### src/hw/cpu_pkg.sv
`default_nettype none

package cpu_pkg;

    // Datapath and register file
    localparam int XLEN     = 32;
    localparam int NUM_REGS = 32;
    localparam int REG_AW   = 5;

    // Fetch and issue widths
    localparam int FETCH_WIDTH = 4;
    localparam int ISSUE_WIDTH = 2;

    // Instruction buffer geometry
    localparam int IB_DEPTH = 16;
    localparam int IB_AW    = $clog2(IB_DEPTH);

    // 3R-type major opcodes, instr[31:15]
    localparam logic [16:0] OP_ADD_W = 17'h00020;
    localparam logic [16:0] OP_SUB_W = 17'h00022;
    localparam logic [16:0] OP_AND   = 17'h00029;
    localparam logic [16:0] OP_OR    = 17'h0002a;
    localparam logic [16:0] OP_XOR   = 17'h0002b;

    // 2RI12 opcode, instr[31:22]
    localparam logic [9:0] OP_ADDI_W = 10'h00a;

    // 1RI20 opcode, instr[31:25]
    localparam logic [6:0] OP_LU12I_W = 7'h0a;

    typedef enum logic [2:0] {
        ALU_NOP,
        ALU_ADD,
        ALU_SUB,
        ALU_AND,
        ALU_OR,
        ALU_XOR,
        ALU_ADDI,
        ALU_LU12I
    } alu_op_e;

    // Slot k sits at pc + 4k
    typedef struct packed {
        logic [XLEN-1:0]                  pc;
        logic [FETCH_WIDTH-1:0][XLEN-1:0] instr;
    } fetch_pkt_t;

    typedef struct packed {
        logic            valid;
        logic [XLEN-1:0] pc;
        logic [XLEN-1:0] instr;
    } ib_entry_t;

    // Operands already resolved by dispatch
    typedef struct packed {
        logic            valid;
        logic [XLEN-1:0] pc;
        logic [XLEN-1:0] instr;
        logic [XLEN-1:0] rj_val;
        logic [XLEN-1:0] rk_val;
    } lane_in_t;

    // wen is low for r0 and for unknown encodings
    typedef struct packed {
        logic              valid;
        logic [XLEN-1:0]   pc;
        logic [REG_AW-1:0] rd;
        logic              wen;
        logic [XLEN-1:0]   result;
    } lane_out_t;

endpackage

`default_nettype wire

### src/hw/commit.sv
`default_nettype none

module commit import cpu_pkg::*; (
    input  wire                               clk,
    input  wire                               rst_n_i,
    input  wire lane_out_t [ISSUE_WIDTH-1:0]  ex_res_i,
    output lane_out_t [ISSUE_WIDTH-1:0]       wb_res_o,
    output logic                              debug0_wb_valid_o,
    output logic [XLEN-1:0]                   debug0_wb_pc_o,
    output logic                              debug0_wb_rf_wen_o,
    output logic [REG_AW-1:0]                 debug0_wb_rf_wnum_o,
    output logic [XLEN-1:0]                   debug0_wb_rf_wdata_o,
    output logic                              debug1_wb_valid_o,
    output logic [XLEN-1:0]                   debug1_wb_pc_o,
    output logic                              debug1_wb_rf_wen_o,
    output logic [REG_AW-1:0]                 debug1_wb_rf_wnum_o,
    output logic [XLEN-1:0]                   debug1_wb_rf_wdata_o
);

    always_ff @(posedge clk or negedge rst_n_i) begin
        if (!rst_n_i) begin
            wb_res_o <= '0;
        end else begin
            wb_res_o <= ex_res_i;
        end
    end

    // Trace channel 0 is always the older instruction
    assign debug0_wb_valid_o    = wb_res_o[0].valid;
    assign debug0_wb_pc_o       = wb_res_o[0].pc;
    assign debug0_wb_rf_wen_o   = wb_res_o[0].wen;
    assign debug0_wb_rf_wnum_o  = wb_res_o[0].rd;
    assign debug0_wb_rf_wdata_o = wb_res_o[0].result;

    assign debug1_wb_valid_o    = wb_res_o[1].valid;
    assign debug1_wb_pc_o       = wb_res_o[1].pc;
    assign debug1_wb_rf_wen_o   = wb_res_o[1].wen;
    assign debug1_wb_rf_wnum_o  = wb_res_o[1].rd;
    assign debug1_wb_rf_wdata_o = wb_res_o[1].result;

endmodule

`default_nettype wire

### config.mk
export PLATFORM = sky130hd
export DESIGN_NAME = commit
export DESIGN_NICKNAME = d
export VERILOG_FILES = /design/src/hw/cpu_pkg.sv /design/src/hw/commit.sv
export SDC_FILE = /design/constraint.sdc
export NUM_CORES = 1
export LEC_CHECK = 0
export BUFFER_PORTS_ARGS = -buffer_cell sky130_fd_sc_hd__buf_2
export CORE_AREA = 5 5 164 166
export DETAILED_ROUTE_END_ITERATION = 8
export DIE_AREA = 0 0 169 171
export SYNTH_ARGS = -nofsm -noshare
export SYNTH_HDL_FRONTEND = slang
export SYNTH_SLANG_ARGS = --single-unit
### constraint.sdc
create_clock -name clk -period 1.4 [get_ports clk]
set_input_delay 0.14 -clock clk [delete_from_list [all_inputs] [get_ports clk]]
set_output_delay 0.14 -clock clk [all_outputs]
set_load 0.02 [all_outputs]
# [Yosys cells after proc, flatten, opt, wreduce, memory -nomap -nowiden]
# Cells that the tools add are included.
[word_totals] input_bits=144 wordCells=10 regBits=142 out_inout_bits=284

# [Logic depth before layout (Yosys ltp)]
[logic_depth] word_depth=0 ltp_mapped=1

# [Worst setup path after synthesis]
# Ideal clock, no wire load.
[synth_timing] kind="reg2out" from="register wb_res_o, in the netlist debug0_wb_rf_wdata_o[0]" to="output port wb_res_o[0] (netlist name)" stages_incl_launch_ff=2 n_path_buf=1 setup_slack_ns=0.647 arrival_time_ns=0.613 cell_sequence="dfrtp_1 buf_4"
[synth_lines] item="start, declared" line="commit.sv:7" text="output lane_out_t [ISSUE_WIDTH-1:0] wb_res_o,"
[synth_lines] item="start signal, assigned" line="commit.sv:24" text="wb_res_o <= ex_res_i;"
# No word-level cell between the ends.

# [Final worst setup path]
[layout_timing] from="register wb_res_o, in the netlist debug1_wb_rf_wnum_o[3]" to="output port debug1_wb_rf_wnum_o[3]"
[layout_lines] item="end, declared" line="commit.sv:16" text="output logic [REG_AW-1:0] debug1_wb_rf_wnum_o,"
# No word-level cell between the ends.

==> metrics.cfg <==
[drt]
drt_iter0_drc=91
top_layer_used=met4
wl_met2_um=9100
drt_pass1_iterations=4
route.met3.wl_um=1730
m1WireLength_um=6130
routedWlPerCell_um=15.9
num_vias=3692
via_per_inst=3.40
drc=0
ant_nets=0
drt-total-wl_um=17200

[critical_path]
crit_path_start_kind=flip-flop
cp.buffers_inverters=1
critPathSlowestCell=dfrtp_1
crit_type=flip-flop to primary output
cp_max_fo=2
end_kind=primary output
max_stage_delay_ns=0.42
worstPathArrival_ns=1.00
crit_chain=buf_2
required_ns=1.26
crit_family=flip-flops

[synthesis]
netlist_area_um2=4620
yosys_warnings=0
synth_xor_area_share_pct=0
synthSimpleGateAreaFrac_pct=0
synthCells=284
synth_top_family_by_area=buffers and inverters
yosys.area_share.adder_pct=0
ys_seq_area_share_pct=76.9
syn_avg_cell_area_um2=16.3
synth_nets=428
synthMuxAreaShare_pct=0
yosysUniqueCellTypes=2
synth_compound_area_share_pct=0
ys_ff_latch=142

[power_and_ir_drop]
clkPwrFrac_pct=41.2
vdd_drop_max_v=0.000650
swShare_pct=27.8
seqPwrFrac_pct=43.0
internal_power_mw=7.46
power_mw=10.3
leakage_nw=4.22
powerDensity_nw_per_um2=1270
switchingPower_mw=2.87
comb_power_share_pct=15.8

[global_routing]
grt_pass1_vias=4075
antenna_found_initial=1
grt_max_degree=41
grt_pass1_wl_um=24500
grt_overflow=0
grt_usage_pct=11.4

[floorplanning]
die-area_um2=28900
num_rows=59
die_h_um=171
ios=428
die_w_um=169
start_util_pct=18.1
core-area_um2=25500

[timing]
finalCritPeriodShare_pct=81.8
layout_min_cycle_time_ns=1.14
tns_ns=0
rsz0062_at_grt=no
worst_pin_slew_ns=0.391
finalSetupViolations=0
final_max_slew_viol_count=0
max_freq_ghz=0.874
relSlewSlack_pct=74.0
hold_ws_ns=0.227
finalHoldViolations=0

[cells_and_area]
fin_util_pct=32.1
final_cells=1085
layout.comb_gates.multi_input=0
syn2layout_area_growth_pct=76.8
nets=881
final_cell_mix=426 x buf_2, 143 x dlygate4sd3_1, 142 x dfrtp_1, 17 x clkbuf_16, 6 x clkinvlp_4
drive_gt1_share_pct=61.7
layout_commonest_cell=buf_2
multi_input_area_um2=0
nFillCells=2554

[run_status]
status=completed

[worst_hold_path]
hp-class=input pin to asynchronous set/reset pin

[clocking]
clkSinkCount=142
htree_levels=4
cts_buffers=17
ctsLongestPathBuffers=2
path_clk_slew_ns=0.07
cts_resized=0
tritoncts=done
root_buffer=clkbuf_16

[job]
max_cap_violations=0

[placement]
dp_hpwl_um=12800
port_buffers=427
routabilityCongestion=0.763
placedCellCount=910

## layer usage
| metal | vias up | track usage [%] |
|---|---|---|
| li1 | 1638 | - |
| met1 | 1786 | 12.4 |
| met2 | 254 | 20.5 |
| met3 | 14 | 4.30 |
| met4 | 0 | 3.75 |
| met5 | - | 0 |
## metrics by stage
| stage | worst slack, ns | area, um2 |
|---|---|---|
| 3_3_place_gp | 0.667 | 6190 |
| 3_5_place_dp | 0.671 | 6190 |
| 6_report | 0.255 | 8170 |
| 2_1_floorplan | 0.647 | 4620 |
| 5_1_grt | 0.185 | 8170 |
| 4_1_cts | 0.216 | 8170 |
## cells in the mapped netlist
library cell,count,area share (%)
buf_4,142,23
dfrtp_1,142,77
## power by group through the flow
| stage | combinational, mW | sequential (mW) | clock [mW] |
|---|---|---|---|
| after global routing | 1.74 | 4.46 | 4.62 |
| final | 1.64 | 4.44 | 4.26 |
| after detailed placement | 1.33 | 4.51 | 0 |
| after CTS | 1.65 | 4.44 | 4.44 |
| after floorplan | 0.580 | 4.76 | 0 |
| after global placement | 1.32 | 4.51 | 0 |
## cell type report
type / count / area [um2] / area share [%]
tap: 335 / 419 / 5.13
timing repair buffer: 576 / 3640 / 44.6
clock buffer: 19 / 433 / 5.30
clock inverter: 12 / 115 / 1.41
sequential: 142 / 3550 / 43.5
antenna: 1 / 2.50 / 0.0306
## sequential cells by signal, indices dropped and copies added, names as in the netlist
signal,count
debug0_wb_rf_wen_o,1
debug0_wb_rf_wdata_o,32
debug0_wb_pc_o,32
debug1_wb_pc_o,32
debug0_wb_valid_o,1
debug1_wb_rf_wnum_o,5
debug0_wb_rf_wnum_o,5
debug1_wb_rf_wdata_o,32
debug1_wb_rf_wen_o,1
debug1_wb_valid_o,1
## worst paths after layout
kind,end,slack [ns],from,cells after the start
min in group clk,debug1_wb_pc_o[29],0.36,ex_res_i[138],2
max in group asynchronous,debug1_wb_pc_o[17],0.62,rst_n_i,3
worst min-delay path,debug1_wb_pc_o[19],0.23,rst_n_i,2
worst max-delay path,debug1_wb_rf_wnum_o[3],0.26,debug1_wb_rf_wnum_o[3],1
## logic make-up after synthesis
family	Yosys count
buffers and inverters	142
flip-flops	142
## repair_timing
item	4_1_cts	5_1_grt
hold endpoints to repair	198	0
buffers inserted	0	0
hold buffers	143	0
Note: power is estimated with default switching activity, not from simulation.
