===== src/hw/cpu_pkg.sv =====
`default_nettype none

package cpu_pkg;

    // Datapath and register file
    localparam int XLEN     = 32;
    localparam int NUM_REGS = 32;
    localparam int REG_AW   = 5;

    // Fetch and issue widths
    localparam int FETCH_WIDTH = 4;
    localparam int ISSUE_WIDTH = 2;

    // Instruction buffer geometry
    localparam int IB_DEPTH = 16;
    localparam int IB_AW    = $clog2(IB_DEPTH);

    // 3R-type major opcodes, instr[31:15]
    localparam logic [16:0] OP_ADD_W = 17'h00020;
    localparam logic [16:0] OP_SUB_W = 17'h00022;
    localparam logic [16:0] OP_AND   = 17'h00029;
    localparam logic [16:0] OP_OR    = 17'h0002a;
    localparam logic [16:0] OP_XOR   = 17'h0002b;

    // 2RI12 opcode, instr[31:22]
    localparam logic [9:0] OP_ADDI_W = 10'h00a;

    // 1RI20 opcode, instr[31:25]
    localparam logic [6:0] OP_LU12I_W = 7'h0a;

    typedef enum logic [2:0] {
        ALU_NOP,
        ALU_ADD,
        ALU_SUB,
        ALU_AND,
        ALU_OR,
        ALU_XOR,
        ALU_ADDI,
        ALU_LU12I
    } alu_op_e;

    // Slot k sits at pc + 4k
    typedef struct packed {
        logic [XLEN-1:0]                  pc;
        logic [FETCH_WIDTH-1:0][XLEN-1:0] instr;
    } fetch_pkt_t;

    typedef struct packed {
        logic            valid;
        logic [XLEN-1:0] pc;
        logic [XLEN-1:0] instr;
    } ib_entry_t;

    // Operands already resolved by dispatch
    typedef struct packed {
        logic            valid;
        logic [XLEN-1:0] pc;
        logic [XLEN-1:0] instr;
        logic [XLEN-1:0] rj_val;
        logic [XLEN-1:0] rk_val;
    } lane_in_t;

    // wen is low for r0 and for unknown encodings
    typedef struct packed {
        logic              valid;
        logic [XLEN-1:0]   pc;
        logic [REG_AW-1:0] rd;
        logic              wen;
        logic [XLEN-1:0]   result;
    } lane_out_t;

endpackage

`default_nettype wire


===== src/hw/regfile.sv =====
`default_nettype none

module regfile import cpu_pkg::*; (
    input  wire                                   clk,
    input  wire                                   rst_n_i,
    input  wire  [ISSUE_WIDTH-1:0]                we_i,
    input  wire  [ISSUE_WIDTH-1:0][REG_AW-1:0]    waddr_i,
    input  wire  [ISSUE_WIDTH-1:0][XLEN-1:0]      wdata_i,
    input  wire  [2*ISSUE_WIDTH-1:0][REG_AW-1:0]  raddr_i,
    output logic [2*ISSUE_WIDTH-1:0][XLEN-1:0]    rdata_o
);

    logic [XLEN-1:0] regs [NUM_REGS];

    // Later port overrides, port 1 carries the younger instruction
    always_ff @(posedge clk or negedge rst_n_i) begin
        if (!rst_n_i) begin
            for (int r = 0; r < NUM_REGS; r++) begin
                regs[r] <= '0;
            end
        end else begin
            for (int p = 0; p < ISSUE_WIDTH; p++) begin
                if (we_i[p] && waddr_i[p] != '0) begin
                    regs[waddr_i[p]] <= wdata_i[p];
                end
            end
        end
    end

    // r0 reads as zero
    always_comb begin
        for (int r = 0; r < 2 * ISSUE_WIDTH; r++) begin
            rdata_o[r] = (raddr_i[r] == '0) ? '0 : regs[raddr_i[r]];
        end
    end

endmodule

`default_nettype wire


===== config.mk =====
export PLATFORM = sky130hd
export DESIGN_NAME = regfile
export DESIGN_NICKNAME = d
export VERILOG_FILES = /design/src/hw/cpu_pkg.sv /design/src/hw/regfile.sv
export SDC_FILE = /design/constraint.sdc
export NUM_CORES = 2
export LEC_CHECK = 0
export ABC_AREA = 0
export BUFFER_PORTS_ARGS = -buffer_cell sky130_fd_sc_hd__buf_4
export CORE_AREA = 2 2 365 638
export CTS_CLUSTER_DIAMETER = 40
export CTS_CLUSTER_SIZE = 24
export DETAILED_ROUTE_END_ITERATION = 16
export DIE_AREA = 0 0 367 640
export PLACE_DENSITY_LB_ADDON = 0.15
export SETUP_SLACK_MARGIN = 0.5
export SLEW_MARGIN = 10
export SYNTH_ARGS = -nofsm -noshare
export SYNTH_HDL_FRONTEND = slang
export SYNTH_SLANG_ARGS = --single-unit

===== constraint.sdc =====
create_clock -name clk -period 3 [get_ports clk]
set_input_delay 0.45 -clock clk [delete_from_list [all_inputs] [get_ports clk]]
set_output_delay 0.45 -clock clk [all_outputs]
set_load 0.02 [all_outputs]

==> After elaboration in Yosys (flattened, before gate mapping) <==
Index checks and enable logic that the tools add are counted.
{ "word_totals": {"register_bits": 1024, "input_bits": 98, "output_inout_bits": 128, "elab_cells": 80} }
{ "classes": {"n_lt_le_gt_ge": 8, "mux": 24, "bitwise_logic": 6, "n_reduce_logical": 10} }
{ "op_table": {"columns": ["op", "count"], "rows": [
  ["bitwise mux 1024 bit", 2],
  ["2-to-1 mux 1024 bit", 2],
  ["binary-select mux 32 bit (select 5 bit)", 4],
  ["2-to-1 mux 32 bit", 14],
  ["demux 32 bit (select 5 bit)", 2],
  ["greater-or-equal comparator 6 bit (second input constant)", 6],
  ["NOT 5 -> 6 bit", 6],
  ["zero test 5 bit", 4],
  ["less-than comparator 6 x 1 -> 1 bit (second input constant)", 2],
  ["nonzero test 5 bit", 2],
  ["logical AND 1 bit", 4]
]} }

==> Longest topological paths before layout <==
{ "logic_depth": {"word_depth": 9, "mapped_depth": 9, "depth_no_buf": 4} }

==> Worst setup path before layout <==
Ideal clock, no wire load.
{ "synth_path": {"path_type": "input to output", "start": "input port raddr_i[1] (netlist name)", "end": "output port rdata_o[26] (netlist name)", "arrival_time_ns": 2.321, "t_required_ns": 2.550, "path_slack_ns": 0.229, "path_stages": 9, "path_buffers": 5, "cell_sequence": "buf_2 buf_4 buf_4 and2_1 clkbuf_1 clkbuf_1 a22oi_1 a21oi_1 nor4_1"} }
{ "synth_rtl": {"columns": ["item", "line_no", "text"], "rows": [
  ["from (decl)", "regfile.sv:9", "input wire [2*ISSUE_WIDTH-1:0][REG_AW-1:0] raddr_i,"],
  ["to (decl)", "regfile.sv:10", "output logic [2*ISSUE_WIDTH-1:0][XLEN-1:0] rdata_o"]
]} }

==> impl_metrics.yaml <==
timing:
  finalHoldViolations: 0
  setup_viol_count_final: 110
  layout_min_cycle_time_ns: 3.33
  relSlewSlack_pct: 21.4
  final.setup.tns_ns: -14.43
  setup_ws_ns: -0.331
  rsz0062_at_grt: "yes"
  post-route-period-util_pct: 111
  fmax_mhz: 300
  slew_viol_final: 0
  tightest_slew_ns: 1.18
  fin_worst_skew_ns: 0
route:
  routed-via-count: 74275
  viasPerCell: 6.60
  drc: 0
  drt_iter0_markers: 9566
  firstDrtPassIters: 6
  drt_wl_total_mm: 444
  ant_nets: 0
  avgRoutedWirePerCell_microns: 39.5
yosys:
  synth_nets: 7530
  syn_inst: 7432
  synth_cell_types: 52
  synth.avg_cell_area_sq_um: 10.8
  async_flop_share_pct: 100
  yosys_warnings: 0
  yosysSeqAreaShare_pct: 32.1
  synthesis.area_sq_um: 79900
  synth-seq-cells: 1024
  synth_edf_count: 0
  ys.flop_type: "dfrtp_1"
pwr:
  pwr-share-comb_pct: 37.7
  peakVddDrop_v: 0.000443
  swShare_pct: 36.4
  p_leak_nw: 44.0
  clockPowerShare_pct: 28.1
  p_sw_mw: 24.1
  p_int_mw: 42.1
  cellPowerDensity_nw_per_um2: 636
  power_mw: 66.2
  pwr-share-seq_pct: 34.2
worst_setup_path:
  crit_type: "reg -> out"
  crit_fanout: 5
  r2r_cells: 5
  endpoint_kind: "output port"
  r2r-end: "regs[323]"
  cp.arrival_ns: 2.88
  r2r_start: "regs[323]"
  r2r_slack_ns: 1.85
  critPathLaunchType: "flip-flop"
  required_ns: 2.55
clock_tree:
  cts_root_buffer: "clkbuf_16"
  clk_latency_ns: 0.83
  cts_tree: "done"
  numClockSinks: 1024
  max-clock-path-buffers: 4
  path_clk_slew_ns: 0.06
  cts_made_buffers: 152
  htree_num_levels: 4
floorplan:
  die_area_sq_um: 235000
  rows: 233
  io_pins: 226
  die-height_microns: 640
  fp.dieW_microns: 367
  initial_core_util_pct: 34.8
  coreArea_sq_um: 230000
finish:
  fin_cells: 11246
  top_register: "regs"
  final_nets: 8163
  largest_register_ffs: 1024
  layout-drive-gt1-share_pct: 38.9
  top_regs: "regs (1024)"
  area_growth_pct: 30.3
  layout_common_cells: "mux2i_1, buf_4, dfrtp_1, mux4_2, a21oi_1"
  final_util_pct: 45.3
  final_common_cell: "mux2i_1"
placement:
  placed_cells: 10594
  hpwl_mm: 297
  dp_slack_ns: -0.385
  port_buffers: 225
  globalplace.congestion: 0.966
min_path:
  min_path_type: "in -> reg"
  whs_endpoint: "regs[770]"
  hold_start: "wdata_i[34]"
  whs_path_depth: 3
grt:
  antenna_found_initial: 32
  grt-ovfl-total: 0
  grt_pass1_vias: 73510
  grt_max_degree: 102
  grt_pass1_wl_mm: 610
  grt_use_total_pct: 37.1
run_status:
  status: "finished with violations"
  violations: "setup timing"
job:
  maxCapViolCount: 0
[layout make-up]
cell class	instances	area, sq um
clock buffers	182	4130
well taps	3055	3820
diodes	18	45.0
fillers	21323	126000
flip-flops and latches	1024	25800
clock inverters	80	931
multi-input cells	5467	54600
inverters	4	15.0
repair buffers	1416	14800
[cells in the mapped netlist (all sizes together), types with 2 or more instances]
cell | number | area share (%)
nor4b | 2 | 0.022
a2111oi | 29 | 0.32
nand4b | 3 | 0.033
nor4 | 48 | 0.38
nand3b | 6 | 0.056
a211oi | 84 | 0.79
and3 | 3 | 0.023
nor3 | 81 | 0.51
or3b | 6 | 0.066
and3b | 6 | 0.066
a22oi | 212 | 2.0
mux2i | 1538 | 19
clkbuf | 588 | 2.8
o31ai | 2 | 0.019
a21oi | 706 | 4.4
and2 | 42 | 0.33
a311oi | 2 | 0.022
or3 | 6 | 0.047
inv | 2 | 0.0094
or2 | 3 | 0.023
mux2 | 95 | 1.3
nor2b | 109 | 0.85
and4bb | 3 | 0.047
mux4 | 800 | 23
nand4 | 3 | 0.023
o32ai | 37 | 0.41
a31oi | 9 | 0.070
buf | 349 | 2.4
o221ai | 29 | 0.32
nand2 | 421 | 2.0
nand3 | 9 | 0.056
dfrtp | 1024 | 32
o21ai | 384 | 2.4
a22o | 58 | 0.64
o22ai | 79 | 0.62
nor3b | 4 | 0.038
nand2b | 5 | 0.039
clkinv | 2 | 0.0094
nor2 | 640 | 3.0
[logic make-up (layout without fill, tap and decap cells)]
logic type	Yosys count	count (layout)	synth area share (%)
AO/OA/AOI/OAI	1634	1634	12.0
other	0	18	0
buffers and inverters	941	1682	5.16
flip-flops	1024	1024	32.1
multiplexers	2433	2433	43.1
AND/OR/NAND/NOR	1400	1400	7.61
[routing by layer]
metal / track usage, % / vias to the layer above / share of wire, %
met3: 10.6 / 1784 / 10
met4: 31.0 / 28 / 10
li1: - / 29678 / -
met2: 57.1 / 5091 / 45
met1: 42.6 / 37694 / 35
met5: 0 / - / 0.044
[timing repair]
item,CTS,global route
buffers inserted,301,67
cloned,1,0
resized for setup,570,146
pin swaps,260,70
endpoints found under the setup margin,128,128
hold buffers,3,0
hold endpoints to repair,73,0
[worst max-delay path, cell delays in order, from the launching register on]
cell	delay (ns)
dfrtp_1	0.44
mux4_2	0.48
mux4_2	0.51
o22ai_2	0.12
buf_4	0.14
nor3_2	0.03
buf_4	0.18
buf_6	0.14
[power by group through the flow]
| stage | clock (mW) | sequential, mW | combinational [mW] |
|---|---|---|---|
| final | 18.6 | 22.6 | 25.0 |
| after global routing | 19.3 | 22.9 | 26.3 |
| after CTS | 18.8 | 22.2 | 24.0 |
| after detailed placement | 0 | 22.9 | 20.3 |
| after global placement | 0 | 22.7 | 19.9 |
| after floorplan | 0 | 20.6 | 14.3 |
[worst max path at each step]
stage,startpoint,to,slack [ns],cells past startpoint
floorplan,raddr_i[12],rdata_o[92],0.36,7
global placement,raddr_i[10],rdata_o[82],-0.40,8
CTS,regs[86],rdata_o[22],-0.35,7
global route,regs[86],rdata_o[22],-0.36,7
finish,regs[470],rdata_o[22],-0.33,7
detailed placement,raddr_i[10],rdata_o[82],-0.38,8
[per-stage QoR]
stage | hold WS [ns] | area, sq um
2_1_floorplan | 0.154 | 81400
3_5_place_dp | 0.427 | 92900
4_1_cts | 0.0000174 | 103000
5_1_grt | 0.0455 | 104000
6_report | 0.0396 | 104000
3_3_place_gp | 0.425 | 92900
No activity file was read; power rests on OpenSTA's default activity.
