### src/hw/cpu_pkg.sv
`default_nettype none

package cpu_pkg;

    // Datapath and register file
    localparam int XLEN     = 32;
    localparam int NUM_REGS = 32;
    localparam int REG_AW   = 5;

    // Fetch and issue widths
    localparam int FETCH_WIDTH = 4;
    localparam int ISSUE_WIDTH = 2;

    // Instruction buffer geometry
    localparam int IB_DEPTH = 16;
    localparam int IB_AW    = $clog2(IB_DEPTH);

    // 3R-type major opcodes, instr[31:15]
    localparam logic [16:0] OP_ADD_W = 17'h00020;
    localparam logic [16:0] OP_SUB_W = 17'h00022;
    localparam logic [16:0] OP_AND   = 17'h00029;
    localparam logic [16:0] OP_OR    = 17'h0002a;
    localparam logic [16:0] OP_XOR   = 17'h0002b;

    // 2RI12 opcode, instr[31:22]
    localparam logic [9:0] OP_ADDI_W = 10'h00a;

    // 1RI20 opcode, instr[31:25]
    localparam logic [6:0] OP_LU12I_W = 7'h0a;

    typedef enum logic [2:0] {
        ALU_NOP,
        ALU_ADD,
        ALU_SUB,
        ALU_AND,
        ALU_OR,
        ALU_XOR,
        ALU_ADDI,
        ALU_LU12I
    } alu_op_e;

    // Slot k sits at pc + 4k
    typedef struct packed {
        logic [XLEN-1:0]                  pc;
        logic [FETCH_WIDTH-1:0][XLEN-1:0] instr;
    } fetch_pkt_t;

    typedef struct packed {
        logic            valid;
        logic [XLEN-1:0] pc;
        logic [XLEN-1:0] instr;
    } ib_entry_t;

    // Operands already resolved by dispatch
    typedef struct packed {
        logic            valid;
        logic [XLEN-1:0] pc;
        logic [XLEN-1:0] instr;
        logic [XLEN-1:0] rj_val;
        logic [XLEN-1:0] rk_val;
    } lane_in_t;

    // wen is low for r0 and for unknown encodings
    typedef struct packed {
        logic              valid;
        logic [XLEN-1:0]   pc;
        logic [REG_AW-1:0] rd;
        logic              wen;
        logic [XLEN-1:0]   result;
    } lane_out_t;

endpackage

`default_nettype wire

### src/hw/ex_lane.sv
`default_nettype none

module ex_lane import cpu_pkg::*; (
    input  wire            clk,
    input  wire            rst_n_i,
    input  wire lane_in_t  lane_i,
    output lane_out_t      fwd_o,
    output lane_out_t      res_o
);

    alu_op_e           op;
    logic [XLEN-1:0]   imm;
    logic [XLEN-1:0]   result;
    logic [REG_AW-1:0] rd;

    // Shortest opcode field is checked first
    always_comb begin
        op = ALU_NOP;
        if (lane_i.instr[31:25] == OP_LU12I_W) begin
            op = ALU_LU12I;
        end else if (lane_i.instr[31:22] == OP_ADDI_W) begin
            op = ALU_ADDI;
        end else begin
            case (lane_i.instr[31:15])
                OP_ADD_W: op = ALU_ADD;
                OP_SUB_W: op = ALU_SUB;
                OP_AND:   op = ALU_AND;
                OP_OR:    op = ALU_OR;
                OP_XOR:   op = ALU_XOR;
                default:  op = ALU_NOP;
            endcase
        end
    end

    // si20 into the upper bits, else sign-extended si12
    assign imm = (op == ALU_LU12I) ? {lane_i.instr[24:5], 12'b0}
                                   : {{20{lane_i.instr[21]}}, lane_i.instr[21:10]};

    always_comb begin
        case (op)
            ALU_ADD:   result = lane_i.rj_val + lane_i.rk_val;
            ALU_SUB:   result = lane_i.rj_val - lane_i.rk_val;
            ALU_AND:   result = lane_i.rj_val & lane_i.rk_val;
            ALU_OR:    result = lane_i.rj_val | lane_i.rk_val;
            ALU_XOR:   result = lane_i.rj_val ^ lane_i.rk_val;
            ALU_ADDI:  result = lane_i.rj_val + imm;
            ALU_LU12I: result = imm;
            default:   result = '0;
        endcase
    end

    assign rd = lane_i.instr[4:0];

    always_comb begin
        fwd_o.valid  = lane_i.valid;
        fwd_o.pc     = lane_i.pc;
        fwd_o.rd     = rd;
        fwd_o.wen    = lane_i.valid && (op != ALU_NOP) && (rd != '0);
        fwd_o.result = result;
    end

    always_ff @(posedge clk or negedge rst_n_i) begin
        if (!rst_n_i) begin
            res_o <= '0;
        end else begin
            res_o <= fwd_o;
        end
    end

endmodule

`default_nettype wire

### config.mk
export PLATFORM = sky130hd
export DESIGN_NAME = ex_lane
export DESIGN_NICKNAME = d
export VERILOG_FILES = /design/src/hw/cpu_pkg.sv /design/src/hw/ex_lane.sv
export SDC_FILE = /design/constraint.sdc
export NUM_CORES = 1
export LEC_CHECK = 0
export BUFFER_PORTS_ARGS = -buffer_cell sky130_fd_sc_hd__buf_2
export CORE_MARGIN = 1.5
export CORE_UTILIZATION = 54
export CTS_CLUSTER_DIAMETER = 50
export CTS_CLUSTER_SIZE = 30
export DETAILED_ROUTE_END_ITERATION = 7
export GPL_ROUTABILITY_DRIVEN = 0
export PLACE_DENSITY = 0.95
export REMOVE_ABC_BUFFERS = 1
export SLEW_MARGIN = 20
export SYNTH_ARGS = -nofsm -noshare
export SYNTH_HDL_FRONTEND = slang
export SYNTH_SLANG_ARGS = --single-unit
### constraint.sdc
create_clock -name clk -period 11.1 [get_ports clk]
set_input_delay 0.555 -clock clk [delete_from_list [all_inputs] [get_ports clk]]
set_output_delay 0.555 -clock clk [all_outputs]
set_load 0.02 [all_outputs]
### After elaboration in Yosys (flattened, before gate mapping)

Cells that the tools add are included.
W data, S select, Z words.

* add/sub/neg operators: 3
* equality and inequality tests: 14
* muxes and demuxes: 5
* bitwise gates (word level): 3
* reductions and logical operators: 4

Operators by type and width (number)
* $pmux W32 S7: 1
* $eq A17 B6 Y1 const B: 5
* $add A32 B32 Y32: 2
* $and A32 B32 Y32: 1
* $mux W32: 1
* $or A32 B32 Y32: 1
* $sub A32 B32 Y32: 1
* $xor A32 B32 Y32: 1
* $pmux W3 S5: 1
* $eq A3 B3 Y1 const B: 4
* $eq A10 B4 Y1 const B: 1
* $eq A7 B4 Y1 const B: 1
* $eq A3 B2 Y1 const B: 2
* $mux W3: 2
* $reduce_bool A5 Y1: 1
* $eq A3 B1 Y1 const B: 1
* $reduce_bool A3 Y1: 1
* $logic_and A1 B1 Y1: 2

* flip-flop bits (word level): 71
* bits of input ports: 131
* output and inout bits: 142
* word-level logic and storage cells: 34

### Logic depth before layout (Yosys ltp)

* depth in word-level cells: 8
* depth in mapped cells: 21
* mapped depth without buffers: 18

### Least setup slack after synthesis

OpenSTA, ideal clock, no wires.

* path type: input to output
* from: in lane_i[91] in the netlist's numbering
* to: out fwd_o[30] in the netlist's numbering
* data arrival time: 4.772 ns
* data required time: 10.545 ns
* setup slack: 5.773 ns
* stages on the path: 18
* path buffers: 2
* cells stage by stage: nor4_2 > nand4_1 > o211a_1 > or3b_1 > buf_6 > buf_2 > nor3_1 > a211oi_1 > fa_1 > a211oi_1 > o21a_1 > o21ai_0 > a211o_1 > and3_1 > o221ai_1 > a21oi_1 > o21a_1 > o31ai_1

RTL lines
* start, declared: line ex_lane.sv:6 `input wire lane_in_t lane_i,`
* end, declared: line ex_lane.sv:7 `output lane_out_t fwd_o,`

==> impl_metrics.toml <==
[route]
drtPass1Iterations = 6
drt-total-wl_mm = 21.6
drc = 0
drtAntennaViolNets = 0
avgViaCountPerCell = 6.08
drt_iter0_drc = 698
detail_route.wl_per_cell_um = 18.7
via_count = 7015

[die]
rows = 40
core_area_sq_mm = 0.0120
die_h_um = 113
die_width_um = 113
dieArea_sq_mm = 0.0128
initial_core_util = 0.550
ios = 273

[global_route]
grt_usage = 0.324
grt_max_degree = 72
antenna_found_initial = 1
grt_pass1_wl_mm = 32.7
overflow = 0
first_global_vias = 6545

[synth]
ys_ff_latch = 71
synthCells = 783
synth_warnings = 0
syn_avg_cell_area_sq_um = 8.40
async_flop_share = 1.00
synth_edf_count = 0
yosysUniqueCellTypes = 59
syn_area_sq_mm = 0.00658
synthFlopType = "dfrtp_1"
seq_area_frac_synth = 0.270

[power_and_ir_drop]
ir_drop_v = 0.0000640
p_leak_nw = 4.27
power_mw = 0.815
p_per_area_mw_per_mm2 = 101

[sta]
hold_viol = 0
holdWs_ns = 0.318
worst_pin_slew_ns = 1.12
setup_viol_count_final = 0
fmax_mhz = 153
finalCritPeriodShare = 0.588
slew_headroom = 0.252
rsz0062_at_grt = "false"
fin_crit_ns = 6.53
drv_slew = 0
setup_tns_ns = 0

[run]
drv_cap = 0

[clock_tree]
cts_root_buffer = "clkbuf_16"
cts_tree = "yes"
cts.clk_slew.worst_paths_ns = 0.06
cts_made_buffers = 9
cts_sinks = 71
htreeDepth = 3
cts_setup_buffers = 0
holdBufCountCts = 0
cts_resized = 0
clk_path_buf_depth = 2

[finish]
seq_area_sq_mm = 0.00178
largest_reg_flops = 71
fin_cells = 1154
area.growth.synth_to_final_pct = 23.1
regMostFlops = "res_o"
drive_gt1_frac = 0.301
largestRegisters = "res_o: 71 flops"
multi_input_area_sq_mm = 0.00412
fill_cells = 960
num-nets-final = 1232

[worst_setup_path]
worstPathMaxFanout = 24
cp-startpoint = "lane_i[91]"
cp.arrival_ns = 5.98
cp.required_ns = 10.55
cp-start-kind = "input pin"
end_kind = "primary output"
crit_type = "input pin to primary output"

[placed_design]
hpwl_mm = 17.1
io_buffers = 272
placed_cells = 1137

[status]
status = "complete, no violations"

[min_path]
holdCritPathClass = "input pin to async pin"
critical path, stage by stage:
cell and delay (ns):
buf_2 0.12, nor4b_1 0.39, nand4_1 0.14, buf_4 0.25, o211a_1 0.20, nor3_2 0.62
buf_4 0.30, o21ai_0 0.12, xnor2_1 0.13, a21oi_1 0.20, ha_1 0.32, o21ai_0 0.22
o21ai_0 0.13, a221oi_1 0.43, o22a_1 0.20, o211ai_1 0.15, a2111oi_0 0.66, o41ai_1 0.24
xnor2_1 0.18, o21ai_1 0.20, buf_2 0.21
cells in the final DEF (no fill, tap or decap), types with 5 or more instances in the layout:
cell type,netlist,routed
a211oi_1,20,20
a31oi_1,7,7
nor4_1,6,6
ha_1,99,99
a21oi_1,68,67
inv_1,73,73
o211ai_1,30,30
dfrtp_1,71,71
buf_4,38,7
nor3_1,14,13
nand3_1,14,14
nand4_1,7,7
o21a_1,6,6
a21o_1,13,13
buf_2,1,271
xor2_1,10,10
xnor2_1,39,39
o21ai_0,48,48
nand2_1,48,48
a22oi_1,13,13
o31ai_1,7,7
and3_1,5,5
nor2_1,56,54
clkbuf_16,0,9
stage by stage:
stage	utilization	setup WS (ns)	area [sq um]
final	0.677	4.57	8090
after global routing	0.677	4.19	8090
after CTS	0.676	4.75	8090
after detailed placement	0.649	4.81	7760
after global placement	0.649	5.21	7760
after floorplan	-	4.87	6160
path summary, 6_finish.rpt:
path | end | slack, ns | cells past startpoint
worst max-delay path | fwd_o[31] | 4.57 | 21
worst min-delay path | res_o[32] | 0.32 | 1
max in group asynchronous | res_o[9] | 10.18 | 1
min in group clk | res_o[52] | 0.32 | 1
Yosys cell counts (3+ instances only):
cell type / number / area [sq um]
nand4_1: 7 / 43.8
nor2_1: 56 / 210
a21o_1: 13 / 97.6
a21oi_1: 68 / 340
xor2_1: 10 / 87.6
a221o_1: 4 / 40.0
a31oi_1: 7 / 43.8
dfrtp_1: 71 / 1780
nor3_1: 14 / 70.1
nand2_1: 48 / 180
xnor2_1: 39 / 342
o21ai_0: 48 / 240
o22ai_1: 4 / 25.0
ha_1: 99 / 1240
and3_1: 5 / 31.3
o41ai_1: 3 / 26.3
and2_1: 3 / 18.8
a211oi_1: 20 / 150
nand3_1: 14 / 70.1
o21a_1: 6 / 45.0
o31ai_1: 7 / 52.6
a22oi_1: 13 / 97.6
o21bai_1: 3 / 22.5
buf_4: 38 / 285
o211ai_1: 30 / 225
a222oi_1: 4 / 40.0
inv_1: 73 / 274
clkbuf_1: 29 / 109
nor4_1: 6 / 37.5
a311oi_1: 3 / 26.3
power breakdown:
group | internal (mW) | switching, mW
sequential | 0.267 | 0.00197
combinational | 0.0871 | 0.139
clock | 0.199 | 0.122
total | 0.553 | 0.262
cell families after synthesis:
| group | share of synthesized area |
|---|---|
| simple gates | 0.119 |
| flops | 0.270 |
| xor+xnor | 0.0653 |
| buf+inv | 0.105 |
| fa+ha+maj | 0.191 |
| compound gates | 0.249 |
layer usage:
layer / global-route usage / up-vias / share of wire
li1: - / 3217 / -
met1: 0.383 / 3216 / 0.37
met2: 0.538 / 485 / 0.47
met3: 0.0836 / 97 / 0.10
met4: 0.179 / 0 / 0.051
met5: 0 / - / 0
final cells by class:
| type | instances | share of cell area |
|---|---|---|
| Antenna cell | 1 | 0.000309 |
| Timing Repair Buffer | 278 | 0.174 |
| Clock inverter | 7 | 0.0125 |
| Sequential cell | 71 | 0.220 |
| Tap cell | 147 | 0.0227 |
| Multi-Input combinational cell | 568 | 0.509 |
| Clock buffer | 9 | 0.0278 |
| Inverter | 73 | 0.0339 |
Note: power is estimated with default switching activity, not from simulation.
