File: config.mk
export PLATFORM = sky130hd
export DESIGN_NAME = instr_buffer
export DESIGN_NICKNAME = d
export VERILOG_FILES = /design/src/hw/cpu_pkg.sv /design/src/hw/instr_buffer.sv
export SDC_FILE = /design/constraint.sdc
export NUM_CORES = 2
export LEC_CHECK = 0
export BUFFER_PORTS_ARGS = -buffer_cell sky130_fd_sc_hd__clkbuf_2
export CAP_MARGIN = 20
export CORE_MARGIN = 10
export CORE_UTILIZATION = 55
export CTS_CLUSTER_SIZE = 14
export DETAILED_ROUTE_END_ITERATION = 6
export PLACE_DENSITY = 0.79
export SETUP_SLACK_MARGIN = 0.02
export SLEW_MARGIN = 15
export SYNTH_ARGS = -nofsm -noshare
export SYNTH_HDL_FRONTEND = slang
export SYNTH_SLANG_ARGS = --single-unit
File: constraint.sdc
create_clock -name clk -period 7.1 [get_ports clk]
set_input_delay 0.71 -clock clk [delete_from_list [all_inputs] [get_ports clk]]
set_output_delay 0.71 -clock clk [all_outputs]
set_load 0.02 [all_outputs]
File: src/hw/cpu_pkg.sv
`default_nettype none

package cpu_pkg;

    // Datapath and register file
    localparam int XLEN     = 32;
    localparam int NUM_REGS = 32;
    localparam int REG_AW   = 5;

    // Fetch and issue widths
    localparam int FETCH_WIDTH = 4;
    localparam int ISSUE_WIDTH = 2;

    // Instruction buffer geometry
    localparam int IB_DEPTH = 16;
    localparam int IB_AW    = $clog2(IB_DEPTH);

    // 3R-type major opcodes, instr[31:15]
    localparam logic [16:0] OP_ADD_W = 17'h00020;
    localparam logic [16:0] OP_SUB_W = 17'h00022;
    localparam logic [16:0] OP_AND   = 17'h00029;
    localparam logic [16:0] OP_OR    = 17'h0002a;
    localparam logic [16:0] OP_XOR   = 17'h0002b;

    // 2RI12 opcode, instr[31:22]
    localparam logic [9:0] OP_ADDI_W = 10'h00a;

    // 1RI20 opcode, instr[31:25]
    localparam logic [6:0] OP_LU12I_W = 7'h0a;

    typedef enum logic [2:0] {
        ALU_NOP,
        ALU_ADD,
        ALU_SUB,
        ALU_AND,
        ALU_OR,
        ALU_XOR,
        ALU_ADDI,
        ALU_LU12I
    } alu_op_e;

    // Slot k sits at pc + 4k
    typedef struct packed {
        logic [XLEN-1:0]                  pc;
        logic [FETCH_WIDTH-1:0][XLEN-1:0] instr;
    } fetch_pkt_t;

    typedef struct packed {
        logic            valid;
        logic [XLEN-1:0] pc;
        logic [XLEN-1:0] instr;
    } ib_entry_t;

    // Operands already resolved by dispatch
    typedef struct packed {
        logic            valid;
        logic [XLEN-1:0] pc;
        logic [XLEN-1:0] instr;
        logic [XLEN-1:0] rj_val;
        logic [XLEN-1:0] rk_val;
    } lane_in_t;

    // wen is low for r0 and for unknown encodings
    typedef struct packed {
        logic              valid;
        logic [XLEN-1:0]   pc;
        logic [REG_AW-1:0] rd;
        logic              wen;
        logic [XLEN-1:0]   result;
    } lane_out_t;

endpackage

`default_nettype wire

File: src/hw/instr_buffer.sv
`default_nettype none

module instr_buffer import cpu_pkg::*; (
    input  wire                              clk,
    input  wire                              rst_n_i,
    input  wire                              fetch_valid_i,
    input  wire fetch_pkt_t                  fetch_pkt_i,
    output logic                             fetch_ready_o,
    input  wire  [1:0]                       issue_cnt_i,
    output ib_entry_t [ISSUE_WIDTH-1:0]      head_o
);

    logic [XLEN-1:0]  pc_mem    [IB_DEPTH];
    logic [XLEN-1:0]  instr_mem [IB_DEPTH];
    logic [IB_AW-1:0] wr_ptr;
    logic [IB_AW-1:0] rd_ptr;
    logic [IB_AW:0]   count;
    logic             push;

    // Room for a whole packet
    assign fetch_ready_o = (IB_DEPTH - int'(count)) >= FETCH_WIDTH;
    assign push          = fetch_valid_i && fetch_ready_o;

    // Entry storage
    always_ff @(posedge clk) begin
        if (push) begin
            for (int k = 0; k < FETCH_WIDTH; k++) begin
                pc_mem[wr_ptr + IB_AW'(k)]    <= fetch_pkt_i.pc + XLEN'(4 * k);
                instr_mem[wr_ptr + IB_AW'(k)] <= fetch_pkt_i.instr[k];
            end
        end
    end

    // Pointers wrap on their own since depth is a power of two
    always_ff @(posedge clk or negedge rst_n_i) begin
        if (!rst_n_i) begin
            wr_ptr <= '0;
            rd_ptr <= '0;
            count  <= '0;
        end else begin
            if (push) begin
                wr_ptr <= wr_ptr + IB_AW'(FETCH_WIDTH);
            end
            rd_ptr <= rd_ptr + IB_AW'(issue_cnt_i);
            count  <= count
                    + (push ? (IB_AW + 1)'(FETCH_WIDTH) : '0)
                    - (IB_AW + 1)'(issue_cnt_i);
        end
    end

    // Oldest entry in slot 0
    always_comb begin
        for (int i = 0; i < ISSUE_WIDTH; i++) begin
            head_o[i].valid = count > (IB_AW + 1)'(i);
            head_o[i].pc    = pc_mem[rd_ptr + IB_AW'(i)];
            head_o[i].instr = instr_mem[rd_ptr + IB_AW'(i)];
        end
    end

endmodule

`default_nettype wire

Word-level counts from Yosys, hierarchy flattened --
Memories as Yosys holds them, arrays and structs flattened. Cells that the tools add are included.
Storage, ports and cells: input bits 165, register bits 13, memory bits (writable) 1024, memories 2, word-level logic and storage cells 24, output and inout bits 131
Operators by class: magnitude comparators 3, reduce and logical (&&, ||, !) cells 1, mux-type cells 3, $add $sub $neg 12
Memories:
- instr_mem | words 16, width 32, read ports 2, clocked after Yosys merged registers in 0, write ports 4, line instr_buffer.sv:14 | logic [XLEN-1:0] instr_mem [IB_DEPTH];
- pc_mem | words 16, width 32, read ports 2, clocked after Yosys merged registers in 0, write ports 4, line instr_buffer.sv:13 | logic [XLEN-1:0] pc_mem [IB_DEPTH];
Operators with widths (count):
- $add 32x4->32 const B | 2
- $add 32x3->32 const B | 1
- $gt 5x1->1 const B | 2
- $add 4x1->4 const B | 2
- $add 4x2->4 const B | 2
- $ge 6x4->1 const B | 1
- $sub 5x5->6 const A | 1
- $add 5x3->5 | 1
- $sub 5x2->5 | 1
- $add 4x2->4 | 1
- $add 4x3->4 const B | 1
- $mux 3 | 1
- $mux 1 | 2
- $logic_and 1x1->1 | 1

Depth between registers and ports, before layout --
depth in word-level cells 6, gate-level depth with buffers 11, gate-level depth less buffers 11

Least setup slack after synthesis --
OpenSTA, ideal clock, no wires.
path kind register to register, start register count[2], end memory instr_mem[10][0], enable pin, setup time 0.640 ns, path buffers 0, slack -0.730 ns, period minus slack after synthesis 7.830 ns, stages on the path, launching flop included 6, required time 6.460 ns, data arrival time 7.190 ns, cell sequence dfrtp_1 -> nor4_1 -> ha_1 -> o21a_1 -> a211oi_2 -> and2_1
RTL lines:
- from (decl) | line instr_buffer.sv:17 | logic [IB_AW:0] count;
- from (signal assigned) | line instr_buffer.sv:45 | count <= count
- to (decl) | line instr_buffer.sv:14

==> results by group <==
Run status
  • Status: finished, final reports clean

Route
  • Wirelength per Cell: 28.8 um
  • Detail Route Antenna Nets: 0
  • Via count: 26600
  • TritonRoute pass-1 iters: 5
  • DR iter-0 viols: 2837
  • WL final: ~110 mm
  • Vias/cell: approximately 6.7
  • DRC Markers: 0

Pwr
  • Reg power frac: between 30% and 40%
  • Total power: between 20 and 30 mW
  • Sw frac: 38.8%
  • Pleak: 17.4 nW
  • Logic pwr share: between 40% and 50%
  • Switching pwr: 10.3 mW
  • PD cells: 495 nW/um^2
  • Max VDD drop: 546 uV
  • Pint: 16.2 mW
  • Clk pwr share: 20.4%

Cells and area
  • Share of post-route cells with drive strength above 1: 35.4%
  • Filler instances: 5945
  • Area delta synth->final: 12.0%
  • Nets@finish: 2931
  • Non-filler cells, final: 3997

Yosys
  • Yosys top cell area share: 62.4%
  • Cells after synthesis: 2512
  • YS warnings: 0
  • Most frequent cells after synthesis: edfxtp_1, mux4_2, nand2_1
  • Synth Register Bits: 1003
  • Syn_area_per_cell: 19.0 um^2
  • Number of distinct library cells after synthesis: 44
  • Mapped Area: 47800 um^2
  • Ys flop type: edfxtp_1
  • Leading area contributor after synthesis: edfxtp_1
  • Post-synth EDFFs: between 900 and 1000
  • Syn Nets: 2700
  • Area contributors post-synth: edfxtp_1, mux4_2, a211oi_1
  • Ys async rst share: 1.10%
  • Sequential area share after synthesis: 63.0%
  • Most instantiated library cell after synthesis: edfxtp_1

Floorplanning
  • Die footprint: 99000 um^2
  • Core Rows: roughly 110
  • Chip Height: ~310 um
  • Die Span X: roughly 310 um
  • Top Ports: 296
  • Core box area: 86500 um^2
  • Initial Util: 55.2%

Timing
  • Final slew viol count: 0
  • Final setup violation count: 0
  • WHS: around 0.26 ns
  • RSZ-0062 raised after global routing: false
  • Part of the cycle the worst path needs: 73.6%
  • Final Hold Fails: 0
  • Final setup skew: 0.0246 ns
  • Minimum clock period: 5.23 ns
  • Least-Margin Pin Slew: between 1 and 1.5 ns
  • Worst Setup Slack, final: 1.87 ns
  • Max transition margin: between 10% and 20%
  • Max Clock Freq: between 150 and 200 MHz
  • Setup tns final: 0 ns

Placement
  • Placed insts: 3791
  • GP Congestion: 0.906
  • Port Buf Inserts: 295
  • DPL Wire Length: 71.4 mm
  • DP Worst Slack: 2.59 ns

Worst setup path
  • Worst Setup End Kind: output port
  • Crit path arrival time: 4.52 ns
  • Critical-path cell list: ha_4 > buf_4 > mux4_2 > nor2b_1 > a211oi_1 > a21oi_1 > clkbuf_2
  • Top delay family on crit path: flip-flops
  • Worst path bufs/invs: 2
  • Critical Path Fanout Max: 65
  • CP required: 6.39 ns
  • Slowest cell on crit path: dfrtp_4
  • CP Class: reg2out
  • Maximum cell stage delay along the critical path: 0.99 ns
  • Crit start category: flop

Global route
  • Pin count of the biggest net entering global routing: 143
  • First-pass GRT wire length: 174 mm
  • GRT overflow: 0
  • Vias in the first global route: 28100
  • Initial antenna violation count: 23
  • GRT Overall Usage: between 20% and 30%

Clock tree
  • H-tree depth: 3
  • Clk buf depth: 3
  • CTS tree: built
  • Clk pin slew, worst setup/hold paths: approximately 0.060 ns
  • Num CTS Buffers: about 100
  • CTS resizes: 0
  • Clock insertion delay at the later pin of the skew report: around 0.68 ns
  • CTS sink count: 1003
  • CTS Root Cell: clkbuf_16

Flow run
  • MaxCap Viol Count: 0

Min path
  • Worst hold path class: in2reg
==> cells in the final DEF, fill, tap and decap left out, drive strengths merged, types with 12 or more instances in the layout <==
| cell type | instances |
|---|---|
| clkinv | 51 |
| xnor2 | 60 |
| a21oi | 64 |
| nand3 | 16 |
| nand2 | 141 |
| a211oi | 111 |
| a31oi | 49 |
| a221o | 12 |
| xor2 | 30 |
| clkbuf | 417 |
| inv | 28 |
| nor2b | 111 |
| nand4 | 21 |
| buf | 36 |
| diode | 12 |
| a22o | 12 |
| ha | 21 |
| nor3 | 15 |
| mux4 | 496 |
| edfxtp | 992 |
| nor2 | 20 |
| mux2i | 61 |
==> layout make-up <==
cell class | instances | area [um^2] | area share, %
antenna | 12 | 30.0 | 0.0562
clock buffer | 122 | 2710 | 5.07
clock inverter | 71 | 673 | 1.26
inverter | 26 | 98.8 | 0.185
multi-input combinational | 1276 | 16500 | 30.9
sequential | 1003 | 30100 | 56.3
tap | 1155 | 1450 | 2.70
timing repair buffer | 332 | 1890 | 3.54
==> layer usage <==
metal  global-route usage (%)  wire length (um)  part of all wire (%)  vias up
met5                        0               185                  0.16        -
met4                     8.96              4210                   3.7       26
met3                     5.36              9980                   8.7      280
met2                     39.3             59600                    52     1299
met1                     28.5             41000                    36    13900
li1                         -                 -                     -    11100
==> final timing paths <==
| path | start | end | slack [ns] | cells after the start |
|---|---|---|---|---|
| worst max-delay path | rd_ptr[1] | head_o[116] | 1.87 | 7 |
| worst min-delay path | fetch_pkt_i[127] | instr_mem[7][31] | 0.26 | 1 |
| worst max register to register | count[2] | instr_mem[3][15] | 3.34 | 6 |
| worst min register to register | wr_ptr[3] | wr_ptr[3] | 0.60 | 1 |
| max in group asynchronous | rst_n_i | rd_ptr[3] | 6.39 | 2 |
| min in group asynchronous | rst_n_i | rd_ptr[1] | 0.45 | 2 |
==> power by group through the flow <==
stage / Combinational, mW / Sequential (mW) / Clock [mW]
floorplan: 9.69 / 7.98 / 0
global placement: 12.6 / 8.20 / 0
detailed placement: 13.0 / 8.31 / 0
CTS: 13.0 / 8.19 / 5.48
global route: 13.8 / 8.29 / 5.71
finish: 12.9 / 8.19 / 5.39
==> sequential cells by signal, summed over array words and instances, names as in the netlist <==
register   cells
pc_mem       480
count          5
wr_ptr         2
rd_ptr         4
instr_mem    512
==> cells by family after synthesis <==
| kind of cell | after synthesis | share of synthesized area [%] |
|---|---|---|
| buf+inv | 233 | 2.54 |
| compound gates | 253 | 3.63 |
| simple gates | 350 | 3.82 |
| fa+ha+maj | 23 | 0.634 |
| flops | 1003 | 63.0 |
| mux | 560 | 24.7 |
| xor+xnor | 90 | 1.68 |
==> metrics by stage <==
stage	instance area, um^2	util [%]
after floorplan	47800	-
after global placement	50000	57.9
after detailed placement	50000	57.9
after CTS	53400	61.8
after global routing	53400	61.8
final	53500	61.8
==> repair_timing <==
| item | CTS | global route |
|---|---|---|
| hold endpoints to repair | 11 | 0 |
| hold buffers | 1 | 0 |
| setup buffers | 0 | 0 |
Power figures use the tool's default switching activity.
